==> src/hl_ds_pkg.sv <==
package hl_ds_pkg;

  //////////////////////////////////////////////////
  // basic types

  typedef logic [7:0] byte_t;

  localparam int CMD_ADDR_W = 6;

  typedef logic [CMD_ADDR_W-1:0] cmd_addr_t;
  typedef logic [31:0]           cmd_data_t;

  // one fifo word, packed bytes in, signed i/q out
  // first byte on the wire lands in bytes[3]
  typedef union packed {
    byte_t [3:0] bytes;
    struct packed {
      logic signed [15:0] i;
      logic signed [15:0] q;
    } iq;
  } iq_word_u;

  //////////////////////////////////////////////////
  // frame format

  localparam byte_t HDR_BYTE0 = 8'hEF;
  localparam byte_t HDR_BYTE1 = 8'hFE;
  localparam byte_t HDR_BYTE2 = 8'h01;
  localparam byte_t EP_TX     = 8'h02;
  localparam byte_t SYNC_BYTE = 8'h7F;

  localparam int SAMPLES_PER_FRAME = 8;
  localparam int SAMP_W            = $clog2(SAMPLES_PER_FRAME);

  // parser phases, PS_HDR also serves as idle between frames
  localparam logic [2:0] PS_HDR  = 3'd0;
  localparam logic [2:0] PS_SYNC = 3'd1;
  localparam logic [2:0] PS_CMD  = 3'd2;
  localparam logic [2:0] PS_IQ   = 3'd3;
  localparam logic [2:0] PS_DROP = 3'd4;

  //////////////////////////////////////////////////
  // buffering and dac pacing

  localparam int FIFO_DEPTH    = 32;
  localparam int FIFO_AW       = 5;
  localparam int SAMPLE_PERIOD = 4;
  localparam int TICK_W        = $clog2(SAMPLE_PERIOD);

endpackage

==> src/ds_frame_parser.sv <==
module ds_frame_parser
  import hl_ds_pkg::*;
(
  input  logic      clk_ctrl,
  input  logic      reset_i,

  input  logic      eth_valid_i,
  input  byte_t     eth_data_i,

  output logic      cmd_strobe_o,
  output cmd_addr_t cmd_addr_o,
  output cmd_data_t cmd_data_o,
  output logic      cmd_ptt_o,

  output logic      iq_wr_o,
  output iq_word_u  iq_word_o
);

  logic [2:0]        state_q;
  logic [2:0]        cnt_q;
  logic [SAMP_W-1:0] samp_q;

  byte_t             hdr_exp;
  logic              in_cmd;
  logic              in_iq;

  // command shadow, copied out only once C4 is in
  cmd_addr_t         addr_sh;
  logic              ptt_sh;
  logic [23:0]       data_sh;

  always_comb begin
    case (cnt_q[1:0])
      2'd0:    hdr_exp = HDR_BYTE0;
      2'd1:    hdr_exp = HDR_BYTE1;
      2'd2:    hdr_exp = HDR_BYTE2;
      default: hdr_exp = EP_TX;
    endcase
  end

  assign in_cmd = eth_valid_i && (state_q == PS_CMD);
  assign in_iq  = eth_valid_i && (state_q == PS_IQ);

  //////////////////////////////////////////////////
  // frame fsm

  always_ff @(posedge clk_ctrl) begin
    cmd_strobe_o <= 1'b0;
    iq_wr_o      <= 1'b0;
    if (reset_i) begin
      state_q   <= PS_HDR;
      cnt_q     <= '0;
      samp_q    <= '0;
      cmd_ptt_o <= 1'b0;
    end else if (!eth_valid_i) begin
      // end of frame, back to idle
      state_q <= PS_HDR;
      cnt_q   <= '0;
      samp_q  <= '0;
    end else begin
      case (state_q)
        PS_HDR: begin
          if (eth_data_i != hdr_exp) begin
            state_q <= PS_DROP;
          end else if (cnt_q == 3'd3) begin
            state_q <= PS_SYNC;
            cnt_q   <= '0;
          end else begin
            cnt_q <= cnt_q + 3'd1;
          end
        end
        PS_SYNC: begin
          if (eth_data_i != SYNC_BYTE) begin
            state_q <= PS_DROP;
          end else if (cnt_q == 3'd2) begin
            state_q <= PS_CMD;
            cnt_q   <= '0;
          end else begin
            cnt_q <= cnt_q + 3'd1;
          end
        end
        PS_CMD: begin
          if (cnt_q == 3'd4) begin
            state_q      <= PS_IQ;
            cnt_q        <= '0;
            cmd_strobe_o <= 1'b1;
            cmd_ptt_o    <= ptt_sh;
          end else begin
            cnt_q <= cnt_q + 3'd1;
          end
        end
        PS_IQ: begin
          // 8 bytes per sample, counter wraps on its own
          cnt_q <= cnt_q + 3'd1;
          if (cnt_q == 3'd7) begin
            iq_wr_o <= 1'b1;
            samp_q  <= samp_q + 1'b1;
            if (samp_q == SAMP_W'(SAMPLES_PER_FRAME - 1)) begin
              state_q <= PS_DROP;
            end
          end
        end
        default: begin
          // bad header or trailing bytes, wait for valid to fall
          state_q <= PS_DROP;
        end
      endcase
    end
  end

  //////////////////////////////////////////////////
  // command and i/q datapath

  always_ff @(posedge clk_ctrl) begin
    if (in_cmd) begin
      case (cnt_q)
        3'd0: begin
          // C0 bit 7 is not used
          addr_sh <= eth_data_i[6:1];
          ptt_sh  <= eth_data_i[0];
        end
        3'd4: begin
          cmd_addr_o <= addr_sh;
          cmd_data_o <= {data_sh, eth_data_i};
        end
        default: data_sh <= {data_sh[15:0], eth_data_i};
      endcase
    end
    // bytes 4..7 of a sample are I hi/lo, Q hi/lo
    if (in_iq && cnt_q[2]) begin
      iq_word_o.bytes <= {iq_word_o.bytes[2:0], eth_data_i};
    end
  end

endmodule

==> src/ds_iq_fifo.sv <==
module ds_iq_fifo
  import hl_ds_pkg::*;
(
  input  logic     clk_ctrl,
  input  logic     reset_i,

  input  logic     wr_en_i,
  input  iq_word_u wr_word_i,

  input  logic     rd_en_i,
  output iq_word_u rd_word_o,

  output logic     empty_o,
  output logic     overflow_o
);

  iq_word_u         mem [FIFO_DEPTH];

  // extra msb tells full from empty
  logic [FIFO_AW:0] wr_ptr_q;
  logic [FIFO_AW:0] rd_ptr_q;

  logic             full;
  logic             wr_ok;
  logic             rd_ok;

  assign empty_o = (wr_ptr_q == rd_ptr_q);
  assign full    = (wr_ptr_q[FIFO_AW] != rd_ptr_q[FIFO_AW]) &&
                   (wr_ptr_q[FIFO_AW-1:0] == rd_ptr_q[FIFO_AW-1:0]);

  assign wr_ok = wr_en_i && !full;
  assign rd_ok = rd_en_i && !empty_o;

  always_ff @(posedge clk_ctrl) begin
    if (wr_ok) begin
      mem[wr_ptr_q[FIFO_AW-1:0]] <= wr_word_i;
    end
  end

  // registered read, word shows up the cycle after rd_en
  always_ff @(posedge clk_ctrl) begin
    if (rd_ok) begin
      rd_word_o <= mem[rd_ptr_q[FIFO_AW-1:0]];
    end
  end

  always_ff @(posedge clk_ctrl) begin
    if (reset_i) begin
      wr_ptr_q   <= '0;
      rd_ptr_q   <= '0;
      overflow_o <= 1'b0;
    end else begin
      if (wr_ok) begin
        wr_ptr_q <= wr_ptr_q + 1'b1;
      end
      if (rd_ok) begin
        rd_ptr_q <= rd_ptr_q + 1'b1;
      end
      // sample lost, sticky until reset
      if (wr_en_i && full) begin
        overflow_o <= 1'b1;
      end
    end
  end

endmodule

==> src/hl_ds_top.sv <==
module hl_ds_top
  import hl_ds_pkg::*;
(
  input  logic               clk_ctrl,
  input  logic               reset_i,

  // byte stream from the udp receiver
  input  logic               eth_valid_i,
  input  byte_t              eth_data_i,

  output logic               cmd_strobe_o,
  output cmd_addr_t          cmd_addr_o,
  output cmd_data_t          cmd_data_o,
  output logic               cmd_ptt_o,

  // dac side
  output logic               tx_valid_o,
  output logic signed [15:0] tx_i_o,
  output logic signed [15:0] tx_q_o,

  output logic               overflow_o,
  output logic               underflow_o
);

  logic     iq_wr;
  iq_word_u iq_wr_word;
  logic     iq_rd;
  iq_word_u iq_rd_word;
  logic     iq_empty;

  //////////////////////////////////////////////////
  // frame parsing

  ds_frame_parser ds_frame_parser_i (
    .clk_ctrl     (clk_ctrl),
    .reset_i      (reset_i),
    .eth_valid_i  (eth_valid_i),
    .eth_data_i   (eth_data_i),
    .cmd_strobe_o (cmd_strobe_o),
    .cmd_addr_o   (cmd_addr_o),
    .cmd_data_o   (cmd_data_o),
    .cmd_ptt_o    (cmd_ptt_o),
    .iq_wr_o      (iq_wr),
    .iq_word_o    (iq_wr_word)
  );

  ds_iq_fifo ds_iq_fifo_i (
    .clk_ctrl   (clk_ctrl),
    .reset_i    (reset_i),
    .wr_en_i    (iq_wr),
    .wr_word_i  (iq_wr_word),
    .rd_en_i    (iq_rd),
    .rd_word_o  (iq_rd_word),
    .empty_o    (iq_empty),
    .overflow_o (overflow_o)
  );

  //////////////////////////////////////////////////
  // transmit pacing, ptt keys the pacer

  tx_sample_pacer tx_sample_pacer_i (
    .clk_ctrl     (clk_ctrl),
    .reset_i      (reset_i),
    .tx_on_i      (cmd_ptt_o),
    .fifo_empty_i (iq_empty),
    .fifo_rd_o    (iq_rd),
    .fifo_word_i  (iq_rd_word),
    .tx_valid_o   (tx_valid_o),
    .tx_i_o       (tx_i_o),
    .tx_q_o       (tx_q_o),
    .underflow_o  (underflow_o)
  );

endmodule

==> src/tx_sample_pacer.sv <==
module tx_sample_pacer
  import hl_ds_pkg::*;
(
  input  logic               clk_ctrl,
  input  logic               reset_i,

  input  logic               tx_on_i,

  input  logic               fifo_empty_i,
  output logic               fifo_rd_o,
  input  iq_word_u           fifo_word_i,

  output logic               tx_valid_o,
  output logic signed [15:0] tx_i_o,
  output logic signed [15:0] tx_q_o,

  output logic               underflow_o
);

  logic [TICK_W-1:0] tick_cnt_q;
  logic              tick;

  //////////////////////////////////////////////////
  // dac sample tick

  assign tick = (tick_cnt_q == TICK_W'(SAMPLE_PERIOD - 1));

  always_ff @(posedge clk_ctrl) begin
    if (reset_i) begin
      tick_cnt_q <= '0;
    end else if (tick) begin
      tick_cnt_q <= '0;
    end else begin
      tick_cnt_q <= tick_cnt_q + 1'b1;
    end
  end

  //////////////////////////////////////////////////
  // pop and output

  // one pop per tick at most
  assign fifo_rd_o = tick && tx_on_i && !fifo_empty_i;

  always_ff @(posedge clk_ctrl) begin
    if (reset_i) begin
      tx_valid_o  <= 1'b0;
      underflow_o <= 1'b0;
    end else begin
      // fifo word lands together with this
      tx_valid_o <= fifo_rd_o;
      if (tick && tx_on_i && fifo_empty_i) begin
        underflow_o <= 1'b1;
      end
    end
  end

  // fifo output holds until the next pop
  assign tx_i_o = fifo_word_i.iq.i;
  assign tx_q_o = fifo_word_i.iq.q;

endmodule
==> config.mk <==
export PLATFORM = sky130hd
export DESIGN_NAME = hl_ds_top
export DESIGN_NICKNAME = d
export VERILOG_FILES = /design/src/hl_ds_pkg.sv /design/src/ds_frame_parser.sv /design/src/ds_iq_fifo.sv /design/src/hl_ds_top.sv /design/src/tx_sample_pacer.sv
export SDC_FILE = /design/constraint.sdc
export NUM_CORES = 1
export LEC_CHECK = 0
export BUFFER_PORTS_ARGS = -buffer_cell sky130_fd_sc_hd__buf_2
export CAP_MARGIN = 20
export CORE_ASPECT_RATIO = 0.7
export CORE_MARGIN = 10
export CORE_UTILIZATION = 55
export CTS_CLUSTER_SIZE = 40
export DETAILED_ROUTE_END_ITERATION = 7
export HOLD_SLACK_MARGIN = 0.05
export PLACE_DENSITY = 0.71
export SLEW_MARGIN = 25
export SYNTH_ARGS = -nofsm -noshare
export SYNTH_HDL_FRONTEND = slang
export SYNTH_SLANG_ARGS = --single-unit
==> constraint.sdc <==
create_clock -name clk_ctrl -period 9.85 [get_ports clk_ctrl]
set_clock_uncertainty 0.2 [all_clocks]
set_input_delay 2.4625 -clock clk_ctrl [delete_from_list [all_inputs] [get_ports clk_ctrl]]
set_output_delay 2.4625 -clock clk_ctrl [all_outputs]
set_load 0.02 [all_outputs]
; After elaboration in Yosys (flattened, before gate mapping)
; Memory sizes are Yosys's and may differ from the RTL's. A register that Yosys moved wholly into a read port is not among the register bits.
; Index checks and enable logic that the tools add are counted.
[word_totals]
regBits = 130
latchBits = 0
ramBits = 1024
rom_bits = 0
mem_count = 1
[mem_list]
columns = memory, depth, word_bits, rd, rd_clocked_by_memory_dff, wr, line_no
row1 = ds_iq_fifo_i.mem, 32, 32, 1, 1, 1, ds_iq_fifo.sv:17  ; iq_word_u mem [FIFO_DEPTH];
[op_classes]
n_addsub = 5
multipliers = 0
div = 0
magnitude_cmp = 0
eq_ne = 23
shifts = 0
mux = 19
bitwise_logic = 4
n_reduce_logical = 28
[op_table]
columns = op, count
row1 = 3-bit 2-to-1 mux, 12
row2 = 3-bit one-hot mux with 4 select lines, 2
row3 = 8-bit one-hot mux with 3 select lines, 1
row4 = "6-bit by 1-bit adder with 6-bit output, second input constant", 2
row5 = "3-bit by 2-bit equality test with 1-bit output, second input constant", 4
row6 = 1-bit logical AND, 10
row7 = "2-bit inequality test, second input constant", 5
row8 = "3-bit equality test, second input constant", 3
row9 = "8-bit by 7-bit inequality test with 1-bit output, second input constant", 1
row10 = 8-bit inequality test, 1
row11 = 2-bit AND reduction, 4
row12 = "3-bit by 1-bit adder with 3-bit output, second input constant", 2
row13 = 6-bit equality test, 1
row14 = 3-bit logical NOT, 2
row15 = "3-bit by 1-bit inequality test with 1-bit output, second input constant", 2
row16 = 3-bit AND reduction, 2
row17 = 2-bit OR reduction, 3
row18 = 3-bit OR reduction, 2
row19 = 5-bit equality test, 1
row20 = 5-bit AND reduction, 1
row21 = "2-bit equality test, second input constant", 2
row22 = 1-bit 2-to-1 mux, 4
row23 = 1-bit NOT, 4
row24 = 4-bit nonzero test, 1
row25 = 6 further kinds, 7

; Depth between registers and ports, before layout
[logic_depth]
depth_word = 6
depth_mapped = 7
mapped_depth_nobuf = 7

; Modules after synthesis
; From an unflattened synthesis, not the netlist that was laid out.
[hier_totals]
cells_unflattened = 2171
hier_area_um2 = 45198.3
[by_module_without_submodules]
columns = module, instances, cells_each, area_each_um2
row1 = ds_iq_fifo, 1, 1927, 40931.8
row2 = ds_frame_parser, 1, 200, 3893.7
row3 = tx_sample_pacer, 1, 44, 372.9

; Worst setup path after synthesis
; No wires, ideal clock.
[synth_path]
kind = input-to-reg
from = in eth_valid_i
to = reg ds_frame_parser_i.cmd_addr_o[0], enable pin
setup_ps = 435
arrival_ps = 4276
required_ps = 9215
slack_ps = 4940
cell_stages = 2
n_path_buf = 0
cell_sequence = nand3_1 -> nor2_1
[synth_between]
elab_chain_len = 2
[synth_lines]
columns = element, line_no
row1 = "start, declared", hl_ds_top.sv:8  ; input logic eth_valid_i,
row2 = 1-bit logical AND, ds_frame_parser.sv:41  ; assign in_cmd = eth_valid_i && (state_q == PS_CMD);
row3 = 2-bit AND reduction (no source line), --
row4 = "end signal, assigned", ds_frame_parser.sv:123  ; cmd_addr_o <= addr_sh;
row5 = "end, declared", ds_frame_parser.sv:11  ; output cmd_addr_t cmd_addr_o,
; No other way between the ends.
; A chain may end at the register's enable or synchronous reset.

; Worst setup path in the final report
[layout_path]
from = reg ds_iq_fifo_i.rd_ptr_q[0]
to = reg ds_iq_fifo_i.rd_word_o[10] (netlist name), read port of ds_iq_fifo_i.mem (data pin)
[layout_between]
elab_chain_len = 4
[layout_lines]
columns = element, line_no
row1 = "start, declared", ds_iq_fifo.sv:21  ; logic [FIFO_AW:0] rd_ptr_q;
row2 = "start signal, assigned", ds_iq_fifo.sv:57  ; rd_ptr_q <= rd_ptr_q + 1'b1;
row3 = 6-bit equality test, ds_iq_fifo.sv:27  ; assign empty_o = (wr_ptr_q == rd_ptr_q);
row4 = 1-bit logical NOT, "ds_iq_fifo.sv:32, tx_sample_pacer.sv:42"
row5 = 1-bit logical AND, tx_sample_pacer.sv:42  ; assign fifo_rd_o = tick && tx_on_i && !fifo_empty_i;
row6 = 1-bit logical AND, ds_iq_fifo.sv:32  ; assign rd_ok = rd_en_i && !empty_o;
row7 = "end, declared", ds_iq_fifo.sv:11  ; output iq_word_u rd_word_o,
; Parallel ways exist; a longest one is shown, timed or not.

==> results by group <==
Global routing
  – Pin count of the biggest net entering global routing: 126
  – Total GRT Usage: 21.8%
  – Vias in the first global route: 20.5k
  – Total gr overflow: 0
  – First-pass GRT wire length: 147000 µm
  – Initial antenna violation count: 3

CTS
  – Clock slew at reported path FFs: 0.06 ns
  – TritonCTS clock tree: built
  – Worst skew pair latency: 0.69 ns
  – Hold buffers post-CTS: 0
  – Clock Path Buffers: 3
  – Setup Fix Bufs, Post-CTS: 0
  – Post-cts gate resize count: 0
  – Clock sinks: 1186
  – Cts bufs inserted: 107
  – CTS H-tree lvls: 3
  – CTS Root Cell: clkbuf_16

Status
  – Status: complete, no violations

STA
  – Final Setup Violations: 0
  – Slew at the pin closest to its max-slew limit: 1.08 ns
  – Fin. Hold Viols: 0
  – Total negative slack: 0 ns
  – Max-slew violation count: 0
  – Min Tclk post-route: 4.07 ns
  – Max Fclk: 246 MHz
  – Period utilization: 41.4%
  – Rel. slew slack: 27.7%
  – RSZ-0062 raised after global routing: no

Synthesis
  – Avg Cell Area, Syn: 24.3 µm²
  – Unique masters post-synth: 57
  – Sequential fraction of the synthesis area: 79.2%
  – Syn Inst Count: 1833
  – Synthesized cell area: 44600 µm²
  – Yosys top cell area share: 77.9%
  – Main synth FF type: edfxtp_1
  – Synth Register Bits: 1186
  – Async S/R FF share, synth: 0%
  – Ys Warns: 0
  – Synth area leaders: edfxtp_1 78%, mux4_2 16%, dfxtp_1 1.3%
  – Synthesized Nets: 1862
  – Leading area contributor after synthesis: edfxtp_1
  – Post-synth EDFFs: 1157

Floorplan
  – Die Width: 360 µm
  – IO Pins: 86
  – Core ar.: 80400 µm²
  – Cell Rows: 87
  – Die H: 258 µm
  – DIE AREA: 93100 µm²
  – Initial Util: 55.4%

Setup path
  – Max incr delay on CP: 0.82 ns
  – Worst Path Required: 10.06 ns
  – CP max-delay cell: buf_4
  – Crit start category: flip-flop
  – Reg2reg setup slack: 5.78 ns
  – CP arrival: 4.29 ns
  – Most frequent CP cell: mux4_2
  – Critical path peak fanout: 76
  – R2r startpoint: ds_iq_fifo_i.rd_ptr_q[0]
  – R2R cell count: 6
  – CP startpoint: ds_iq_fifo_i.rd_ptr_q[0]
  – Setup crit end kind: flip-flop
  – CP Cell Sequence: buf_12 -> buf_16 -> buf_4 -> mux4_2 -> mux4_2 -> mux2_2
  – Crit path kind: flip-flop to flip-flop
  – Worst r2r dst: ds_iq_fifo_i.rd_word_o[10]

Place
  – Final GP Congestion: 0.780
  – I/O Buffers: 85
  – Post-DP HPWL: 50000 µm

Min path
  – Hold Path End: ds_frame_parser_i.cmd_data_o[25]
  – Min-Delay Path Depth: 0
  – Hold crit path type: flip-flop to flip-flop
  – Hold_sp: ds_frame_parser_i.data_sh[17]

Routing
  – Via Count: 20.5k
  – DRT iter0 DRCs: 2771
  – Final wirelength: 101000 µm
  – DR WL/cell: 32.0 µm
  – Antenna-violating nets left: 0
  – DRC: 0
  – Vias per cell: 6.47
  – DRT Pass-1 Iters: 5

Final layout
  – Multi-input gate area: 9080 µm²
  – # diodes: 0
  – Flip-flop and latch area: 35300 µm²
  – Nets@finish: 2032
  – Commonest non-fill, non-tap cell in the layout: edfxtp_1
  – Layout cells sized above 1: 33.0%
  – Util after Layout: 62.5%
  – Fillers: 5191
  – Most frequent cells in the layout: 1157 x edfxtp_1, 316 x mux4_2, 107 x clkbuf_16
  – Area delta synth->final: 12.7%

Power
  – PD cells: 189 nW/µm²
  – LEAKAGE: 0.0152 µW
  – Tot Pwr: 9510 µW
  – Max VDD drop: 140 µV

Flow run
  – Max Cap Viol: 0
## power breakdown
part           leakage (µW)  switching, µW  internal [µW]  total (µW)
Combinational       0.00289           7.46           4.07        11.5
Sequential           0.0106           1.12           5450        5450
Clock               0.00166           1810           2240        4050
## synthesized netlist by cell type, drive strengths merged, types with 2 or more instances
cell type  number
o21bai          2
nand3b          2
and3            3
mux2           32
inv            12
or3b            2
a211oi          2
o311ai          4
or3             6
nand3           8
a31oi           2
nor2           56
edfxtp       1157
clkbuf         53
nand2b          2
buf            34
mux4          320
nand2          22
xnor2           9
o211ai          2
mux2i           5
a21oi          10
o21ba           3
dfxtp          29
ha             18
xor2            7
or2             2
o21ai           7
nor3b           2
nor3            3
## worst max path at each step
| stage | end | slack, ns | cells past startpoint |
|---|---|---|---|
| detailed placement | ds_frame_parser_i.cnt_q[1] | 5.18 | 6 |
| CTS | ds_iq_fifo_i.mem[29][8] | 5.68 | 7 |
| global route | ds_iq_fifo_i.rd_word_o[10] | 5.50 | 6 |
| floorplan | ds_frame_parser_i.cmd_addr_o[0] | 4.94 | 2 |
| finish | ds_iq_fifo_i.rd_word_o[10] | 5.78 | 6 |
| global placement | ds_frame_parser_i.cnt_q[1] | 5.20 | 6 |
## cell families after synthesis
logic type,Yosys count,share of synthesized area (%)
muxes,357,17.1
xor gates and xnor gates,16,0.314
AOI/OAI and AO/OA,42,0.679
and+or+nand+nor,115,1.19
adders and majority gates,18,0.505
buffers and inverters,99,0.993
DFF,1186,79.2
## stage by stage
step / setup WS [ns] / hold WS (ns) / instances / area (µm²)
global route: 5.50 / 0.217 / 3161 / 50300
detailed placement: 5.18 / 0.205 / 2945 / 46600
floorplan: 4.94 / 0.200 / 1833 / 44600
global placement: 5.20 / 0.203 / 2945 / 46600
CTS: 5.68 / 0.205 / 3144 / 50000
finish: 5.78 / 0.205 / 3161 / 50300
## flip-flops by register name, indices dropped and copies added (netlist names), 2 cells and up
name and flops:
ds_frame_parser_i.cnt_q 3, ds_frame_parser_i.state_q 3, tx_sample_pacer_i.tick_cnt_q 2, ds_frame_parser_i.addr_sh 6, ds_iq_fifo_i.mem 1024, ds_frame_parser_i.cmd_data_o 32
ds_frame_parser_i.iq_word_o 32, ds_frame_parser_i.cmd_addr_o 6, ds_iq_fifo_i.rd_word_o 32, ds_frame_parser_i.data_sh 24, ds_iq_fifo_i.rd_ptr_q 6, ds_frame_parser_i.samp_q 3
ds_iq_fifo_i.wr_ptr_q 6
## final cells by class
type,count,share of cell area [%]
sequential,1186,70.3
multi-input combinational,548,18.1
clock buffer,125,5.46
tap,1068,2.66
timing repair buffer,148,2.13
clock inverter,74,1.29
inverter,12,0.0896
## critical path, delay by kind of cell (launching register included)
family / cells / cell delay [ns]
buf+inv: 3 / 1.64
mux: 3 / 1.46
flops: 1 / 0.35
## layer usage
metal / track usage [%] / share of wire, %
met1: 32.4 / 40
met4: 5.90 / 2.5
met3: 4.77 / 11
met2: 32.9 / 47
met5: 0 / 0.013
(Power assumes the default switching activity.)
